--- src/noc_pkg.sv ---
`default_nettype none

package noc_pkg;

  // width of the flit payload, the last marker comes on top of it
  localparam int payload_width = 10;

  // the destination node id sits in the low bits of a header payload
  localparam int dest_width = 4;

  // entries in each input buffer
  localparam int in_fifo_depth = 4;

  // entries in each output buffer
  localparam int out_fifo_depth = 2;

  // one link word, bit 10 flags the tail of a packet
  typedef struct packed {
    logic                     last;
    logic [payload_width-1:0] payload;
  } flit_t;

  // outputs of the node, the value doubles as the output index
  typedef enum logic {
    out_bot = 1'b0,
    out_bd  = 1'b1
  } out_port_e;

  // a buffered flit together with the output its packet is headed for
  typedef struct packed {
    out_port_e port;
    flit_t     flit;
  } routed_flit_t;

endpackage

`default_nettype wire

--- src/flit_fifo.sv ---
`default_nettype none

module flit_fifo #(
  parameter type item_t = logic,
  parameter int  depth  = 4
) (
  input  logic  BD_in_clk,
  input  logic  rst,
  input  logic  wr_valid,
  input  item_t wr_item,
  output logic  wr_ready,
  output logic  rd_valid,
  output item_t rd_item,
  input  logic  rd_ready
);

  localparam int ptr_width = (depth > 1) ? $clog2(depth) : 1;
  localparam int cnt_width = $clog2(depth + 1);

  item_t                mem [depth];
  logic [ptr_width-1:0] wr_ptr;
  logic [ptr_width-1:0] rd_ptr;
  logic [cnt_width-1:0] count;
  logic                 do_write;
  logic                 do_read;

  // pointers wrap at depth, which need not be a power of two
  function automatic logic [ptr_width-1:0] next_ptr(input logic [ptr_width-1:0] ptr);
    if (ptr == ptr_width'(depth - 1)) begin
      return '0;
    end else begin
      return ptr + 1'b1;
    end
  endfunction

  assign rd_valid = (count != '0);
  // a full buffer still takes a write when the head leaves in the same cycle
  assign wr_ready = (count != cnt_width'(depth)) || rd_ready;
  assign do_write = wr_valid && wr_ready;
  assign do_read  = rd_valid && rd_ready;
  assign rd_item  = mem[rd_ptr];

  always_ff @(posedge BD_in_clk) begin
    if (do_write) begin
      mem[wr_ptr] <= wr_item;
    end
  end

  always_ff @(posedge BD_in_clk) begin
    if (rst) begin
      wr_ptr <= '0;
      rd_ptr <= '0;
      count  <= '0;
    end else begin
      if (do_write) begin
        wr_ptr <= next_ptr(wr_ptr);
      end
      if (do_read) begin
        rd_ptr <= next_ptr(rd_ptr);
      end
      case ({do_write, do_read})
        2'b10:   count <= count + 1'b1;
        2'b01:   count <= count - 1'b1;
        default: count <= count;
      endcase
    end
  end

endmodule

`default_nettype wire

--- src/input_port.sv ---
`default_nettype none

module input_port #(
  parameter logic [noc_pkg::dest_width-1:0] node_id = '0
) (
  input  logic                  BD_in_clk,
  input  logic                  rst,
  input  logic                  in_valid,
  input  noc_pkg::flit_t        in_flit,
  output logic                  in_ready,
  output logic                  req_valid,
  output noc_pkg::routed_flit_t req_flit,
  input  logic                  req_ready
);

  import noc_pkg::*;

  logic         expect_header;
  out_port_e    held_port;
  out_port_e    flit_port;
  logic         accept;
  routed_flit_t buf_item;

  assign accept = in_valid && in_ready;

  // headers pick the output from the destination id, body flits reuse the held choice
  always_comb begin
    if (!expect_header) begin
      flit_port = held_port;
    end else if (in_flit.payload[dest_width-1:0] == node_id) begin
      flit_port = out_bd;
    end else begin
      flit_port = out_bot;
    end
  end

  always_ff @(posedge BD_in_clk) begin
    if (rst) begin
      expect_header <= 1'b1;
      held_port     <= out_bot;
    end else if (accept) begin
      // the flit after a tail opens a new packet
      expect_header <= in_flit.last;
      held_port     <= flit_port;
    end
  end

  // every entry carries its own output, so a packet still queued behind
  // another one for a different output keeps its route
  assign buf_item.port = flit_port;
  assign buf_item.flit = in_flit;

  flit_fifo #(
    .item_t (routed_flit_t),
    .depth  (in_fifo_depth)
  ) u_in_fifo (
    .BD_in_clk (BD_in_clk),
    .rst       (rst),
    .wr_valid  (in_valid),
    .wr_item   (buf_item),
    .wr_ready  (in_ready),
    .rd_valid  (req_valid),
    .rd_item   (req_flit),
    .rd_ready  (req_ready)
  );

endmodule

`default_nettype wire

--- src/router_node.sv ---
`default_nettype none

module router_node #(
  parameter logic [noc_pkg::dest_width-1:0] node_id = '0
) (
  input  logic           BD_in_clk,
  input  logic           rst,
  input  logic           top_in_valid,
  input  noc_pkg::flit_t top_in_flit,
  output logic           top_in_ready,
  input  logic           bd_in_valid,
  input  noc_pkg::flit_t bd_in_flit,
  output logic           bd_in_ready,
  output logic           bot_out_valid,
  output noc_pkg::flit_t bot_out_flit,
  input  logic           bot_out_ready,
  output logic           bd_out_valid,
  output noc_pkg::flit_t bd_out_flit,
  input  logic           bd_out_ready
);

  import noc_pkg::*;

  // index 0 carries the top link, index 1 the local board injection
  logic [1:0]         req_valid;
  routed_flit_t [1:0] req_flit;
  logic [1:0]         req_ready;

  input_port #(
    .node_id (node_id)
  ) u_top_port (
    .BD_in_clk (BD_in_clk),
    .rst       (rst),
    .in_valid  (top_in_valid),
    .in_flit   (top_in_flit),
    .in_ready  (top_in_ready),
    .req_valid (req_valid[0]),
    .req_flit  (req_flit[0]),
    .req_ready (req_ready[0])
  );

  input_port #(
    .node_id (node_id)
  ) u_bd_port (
    .BD_in_clk (BD_in_clk),
    .rst       (rst),
    .in_valid  (bd_in_valid),
    .in_flit   (bd_in_flit),
    .in_ready  (bd_in_ready),
    .req_valid (req_valid[1]),
    .req_flit  (req_flit[1]),
    .req_ready (req_ready[1])
  );

  switch_allocator u_switch_allocator (
    .BD_in_clk (BD_in_clk),
    .rst       (rst),
    .req_valid (req_valid),
    .req_flit  (req_flit),
    .req_ready (req_ready),
    .bot_valid (bot_out_valid),
    .bot_flit  (bot_out_flit),
    .bot_ready (bot_out_ready),
    .bd_valid  (bd_out_valid),
    .bd_flit   (bd_out_flit),
    .bd_ready  (bd_out_ready)
  );

endmodule

`default_nettype wire

--- src/switch_allocator.sv ---
`default_nettype none

module switch_allocator (
  input  logic                        BD_in_clk,
  input  logic                        rst,
  input  logic [1:0]                  req_valid,
  input  noc_pkg::routed_flit_t [1:0] req_flit,
  output logic [1:0]                  req_ready,
  output logic                        bot_valid,
  output noc_pkg::flit_t              bot_flit,
  input  logic                        bot_ready,
  output logic                        bd_valid,
  output noc_pkg::flit_t              bd_flit,
  input  logic                        bd_ready
);

  import noc_pkg::*;

  // outputs are indexed by out_port_e, inputs by their position in req_valid
  logic [1:0] wants [2];
  logic [1:0] locked;
  logic [1:0] owner;
  logic [1:0] rr_ptr;
  logic [1:0] gnt_valid;
  logic [1:0] gnt_idx;
  logic [1:0] moved;
  flit_t      out_wr_flit [2];
  logic [1:0] out_wr_ready;
  logic [1:0] out_rd_valid;
  flit_t      out_rd_flit [2];
  logic [1:0] out_rd_ready;

  assign out_rd_ready = {bd_ready, bot_ready};

  assign bot_valid = out_rd_valid[out_bot];
  assign bot_flit  = out_rd_flit[out_bot];
  assign bd_valid  = out_rd_valid[out_bd];
  assign bd_flit   = out_rd_flit[out_bd];

  for (genvar o = 0; o < 2; o++) begin : g_out

    for (genvar i = 0; i < 2; i++) begin : g_want
      assign wants[o][i] = req_valid[i] && (req_flit[i].port == out_port_e'(o));
    end

    // a locked output waits for its owner even when the owner's buffer runs dry
    // mid packet, so another packet cannot slip in between two flits
    assign gnt_idx[o] = locked[o] ? owner[o] :
                        (wants[o][rr_ptr[o]] ? rr_ptr[o] : ~rr_ptr[o]);
    assign gnt_valid[o] = locked[o] ? wants[o][owner[o]] : |wants[o];

    assign out_wr_flit[o] = req_flit[gnt_idx[o]].flit;
    assign moved[o]       = gnt_valid[o] && out_wr_ready[o];

    flit_fifo #(
      .item_t (flit_t),
      .depth  (out_fifo_depth)
    ) u_out_fifo (
      .BD_in_clk (BD_in_clk),
      .rst       (rst),
      .wr_valid  (gnt_valid[o]),
      .wr_item   (out_wr_flit[o]),
      .wr_ready  (out_wr_ready[o]),
      .rd_valid  (out_rd_valid[o]),
      .rd_item   (out_rd_flit[o]),
      .rd_ready  (out_rd_ready[o])
    );

  end

  // each input heads for one output at a time, so at most one term is set
  for (genvar i = 0; i < 2; i++) begin : g_ready
    assign req_ready[i] = (moved[out_bot] && (gnt_idx[out_bot] == 1'(i))) ||
                          (moved[out_bd] && (gnt_idx[out_bd] == 1'(i)));
  end

  always_ff @(posedge BD_in_clk) begin
    if (rst) begin
      locked <= '0;
      owner  <= '0;
      rr_ptr <= '0;
    end else begin
      for (int o = 0; o < 2; o++) begin
        if (moved[o]) begin
          if (out_wr_flit[o].last) begin
            // the packet is through, the other input gets first pick next time
            locked[o] <= 1'b0;
            rr_ptr[o] <= ~gnt_idx[o];
          end else begin
            locked[o] <= 1'b1;
            owner[o]  <= gnt_idx[o];
          end
        end
      end
    end
  end

endmodule

`default_nettype wire
--- config.mk ---
export PLATFORM = sky130hd
export DESIGN_NAME = router_node
export DESIGN_NICKNAME = d
export VERILOG_FILES = /design/src/noc_pkg.sv /design/src/flit_fifo.sv /design/src/input_port.sv /design/src/router_node.sv /design/src/switch_allocator.sv
export SDC_FILE = /design/constraint.sdc
export NUM_CORES = 1
export LEC_CHECK = 0
export ABC_AREA = 1
export BUFFER_PORTS_ARGS = -buffer_cell sky130_fd_sc_hd__buf_2
export CAP_MARGIN = 10
export CORE_MARGIN = 1
export CORE_UTILIZATION = 40
export DETAILED_ROUTE_END_ITERATION = 6
export GPL_ROUTABILITY_DRIVEN = 0
export PLACE_DENSITY_LB_ADDON = 0.2
export SKIP_LAST_GASP = 1
export SYNTH_ARGS = -nofsm -noshare
export SYNTH_HDL_FRONTEND = slang
export SYNTH_HIERARCHICAL = 1
export SYNTH_SLANG_ARGS = --single-unit
--- constraint.sdc ---
create_clock -name BD_in_clk -period 3.1 [get_ports BD_in_clk]
set_clock_uncertainty 0.1 [all_clocks]
set_input_delay 0.62 -clock BD_in_clk [delete_from_list [all_inputs] [get_ports BD_in_clk]]
set_output_delay 0.62 -clock BD_in_clk [all_outputs]
set_load 0.05 [all_outputs]
==> reports/qor_table.md <==
| Quantity | Value | Unit |
|:---|:---|:---|
| Result of the run | finished, final reports clean | - |
| Total nets after synthesis | 721 | - |
| H-tree level count | 4 | - |
| Largest fanout on the critical path | 6 | - |
| Placed wire-length estimate | 10900 | um |
| Setup repair after global routing missed its margin | yes | - |
| Arrival time at the worst endpoint | 2250 | ps |
| Number of synthesized flops with an enable pin | 140 | - |
| Share of the synthesized area in compound gates (AO/OA/AOI/OAI) | 0.0840 | - |
| Share of synthesized registers carrying an async set or reset | 0 | - |
| Final setup violating endpoints | 0 | - |
| Peak Freq | 0.337 | GHz |
| CTS root buf | clkbuf_16 | - |
| Overall routing resource usage | 0.169 | - |
| Tightest Pin Transition | 998 | ps |
| Height of the die | 140 | um |
| Final Worst Setup Slack | 129 | ps |
| Starting Density | 0.407 | - |
| Post-placement setup slack | 12.2 | ps |
| Most used standard cells in the synthesized netlist | edfxtp_1 (140), nor2_1 (104), nand2_1 (85) | - |
| Die area | 19500 | sq um |
| Post-layout instance count excluding filler cells | 1001 | - |
| Final Cycle Share | 0.958 | - |
| Type of element launching the critical path | flop | - |
| Main combinational cell family by area after synthesis | simple AND/OR/NAND/NOR gates | - |
| Post-synth top area cell | edfxtp_1 | - |
| Number of buffer cells added on primary ports | 53 | - |
| Top cells by area in the synthesized netlist | edfxtp_1 (55%), dfxtp_1 (10%), nor2_1 (5.1%), nand2_1 (4.2%), inv_1 (3.3%) | - |
| Antenna diode count | 0 | - |
| Worst hold path depth | 1 | - |
| Post-synth top flop | edfxtp_1 | - |
| Post-CTS clock slew at the launch and capture registers of the worst setup and hold paths | 70 | ps |
| Design area | 8810 | sq um |
| Aggregate global routing overflow | 0 | - |
| Final routed DRC violation total | 0 | - |
| Via count | 4975 | - |
| Total core area | 18600 | sq um |
| Final-layout setup total negative slack | 0 | ps |
| Count of mapped cells out of synthesis | 677 | - |
| Type of the setup path with the least slack | flop to output port | - |
| Maximum number of buffers from clock root to sink | 2 | - |
| Number of nets still failing antenna checks after routing | 0 | - |
| Via count of the first global-routing pass | 5121 | - |
| Layout filler cell count | 1700 | - |
| Largest net degree at the start of global routing | 24 | - |
| Total power draw | 9.24 | mW |
| Final net count | 798 | - |
| TritonCTS clock tree | done | - |
| Pins over their slew limit | 0 | - |
| Post-detailed-route via-to-cell ratio | 4.97 | - |
| Post-Syn Area per Cell | 11.2 | sq um |
| Fraction of final layout cells with drive strength greater than 1 | 0.245 | - |
| Min Hold Slack | 312 | ps |
| Pwr/cell area | 1050 | nW/um^2 |
| TritonCTS Sinks | 178 | - |
| Total cell area at the placement stage | 8170 | sq um |
| Worst-case vdd ir drop | 0.000469 | V |
| Die X | 140 | um |
| Share of the synthesized netlist area taken by xor and xnor gates | 0 | - |
| Seq cells post-synth | 178 | - |
| Inserted Clock Buffers | 17 | - |
| Number of distinct library cell variants in the gate-level netlist after synthesis | 27 | - |
| Wire length of the first global-routing pass | 25400 | um |
| Row count | 50 | - |
| Hold/Removal Path Class | input port to flop | - |
| Type of element capturing the critical path | output port | - |
| Inst Count DP | 967 | - |
| Total Wirelength | 15800 | um |
| Number of antenna violations at the first check in global routing | 0 | - |
| Final period demand of the worst path | 2970 | ps |
| Average routed wire per standard cell | 15.7 | um |
| Static Leakage | 3.48 | nW |
| Count of hold buffers inserted by post-cts repair | 0 | - |
| Layout overhead on the synthesized area | 16.0 | % |
| Post-synthesis cell area | 7590 | sq um |
| Insertion delay of the later-clocked pin in the worst-skew pair | 420 | ps |
| Remaining max-slew budget at the tightest pin | 0.332 | - |
| Top-level I/O count | 54 | - |
| CP Data Required Time | 2380 | ps |
| Area fraction of the dominant cell type after synthesis | 0.554 | - |
| Fraction of the yosys area taken by sequential cells | 0.654 | - |
| Area fraction in and, or, nand and nor cells after synthesis | 0.142 | - |
| Count of cells along the worst register-to-register path | 21 | - |
| Max capacitance violation total | 0 | - |
| Final hold vios | 0 | - |
| Warnings from Yosys | 6 | - |
| Top-count cell post-synth | edfxtp_1 | - |
| Multiplexer share of the synthesized area | 0.0326 | - |
| Drt first-iter violations | 288 | - |
| Layout Utilization | 0.473 | - |
| Adder and majority cell fraction of the synthesized area | 0.0283 | - |
| Detailed Routing Iterations Pass 1 | 5 | - |
==> worst max-delay path: stages (launching register included) <==
cell and delay (ps):
dfxtp_4 360, o21ai_1 80, o22ai_2 230, nand2_1 70, nand2_1 60, nand3b_1 100
nand2_2 100, nor2_1 50, or2_1 260, nor2_2 160, nand2_4 60, buf_6 130
buf_8 140
==> cell type report <==
type                       instances  area (sq um)  area share
tap                              234           293      0.0332
multi-input combinational        401          2240       0.254
sequential                       178          4970       0.564
clock inverter                    14           105      0.0119
clock buffer                      18           429      0.0487
inverter                          80           310      0.0352
timing repair buffer              76           462      0.0524
==> flip-flops by register name (all words and copies together) (netlist names), 3 cells and up, named ones only <==
name                                       cells
u_top_port/u_in_fifo/mem                      48
u_switch_allocator/g_out.u_out_fifo/count      4
u_top_port/u_in_fifo/count                     3
u_bd_port/u_in_fifo/mem                       48
u_switch_allocator/g_out.u_out_fifo/mem       44
u_bd_port/u_in_fifo/count                      3
==> what timing repair did <==
item | 4_1_cts | 5_1_grt
pin swaps | 3 | 5
gates resized for setup | 10 | 20
setup endpoints to repair | 3 | 17
setup buffers | 0 | 2
==> power by group <==
group,switching [mW],internal (mW),total [mW]
sequential,0.223,3.35,3.58
combinational,2.63,1.10,3.73
clock,0.899,1.03,1.93
==> layer usage <==
layer  vias to the layer above  GRT usage  part of all wire
met3                        16     0.0327             0.032
met4                         0     0.0619             0.013
met1                      2418      0.206              0.43
li1                       2462          -                 -
met2                        79      0.297              0.52
met5                         -          0                 0
==> cells in the final DEF (no fill, tap or decap), types with 3 or more instances in the layout <==
cell type,n
nand3b_1,4
ha_1,14
mux2_2,22
nand2_1,81
buf_4,21
edfxtp_1,140
clkinvlp_4,4
dfxtp_2,3
nor2_1,102
nor2_2,4
dfxtp_1,34
buf_6,3
o21ai_2,4
inv_2,13
clkbuf_16,17
nand2_4,7
o21ai_1,32
nand3_1,18
a21oi_1,17
o22ai_1,22
clkinv_4,5
inv_6,4
nand2_2,14
nand3_2,8
inv_1,65
buf_2,51
o21ai_0,43
==> logic make-up (layout without fill, tap and decap cells) <==
logic type	after synthesis	in the layout
AOI/OAI and AO/OA	120	120
adders and majority gates	16	16
buffers and inverters	98	188
DFF	178	178
muxes	22	22
and+or+nand+nor	243	243
==> final timing paths <==
check                                                    from  slack [ps]                             end
worst max-delay path                                     flop         130                     bd_in_ready
worst min-delay path                           top_in_flit[7]         310  u_top_port/u_in_fifo/mem[3][7]
worst max register to register  u_top_port/u_in_fifo/count[1]         190   u_top_port/u_in_fifo/count[2]
worst min register to register    u_switch_allocator/owner[0]         380     u_switch_allocator/owner[0]
Note: power is estimated with default switching activity, not from simulation.
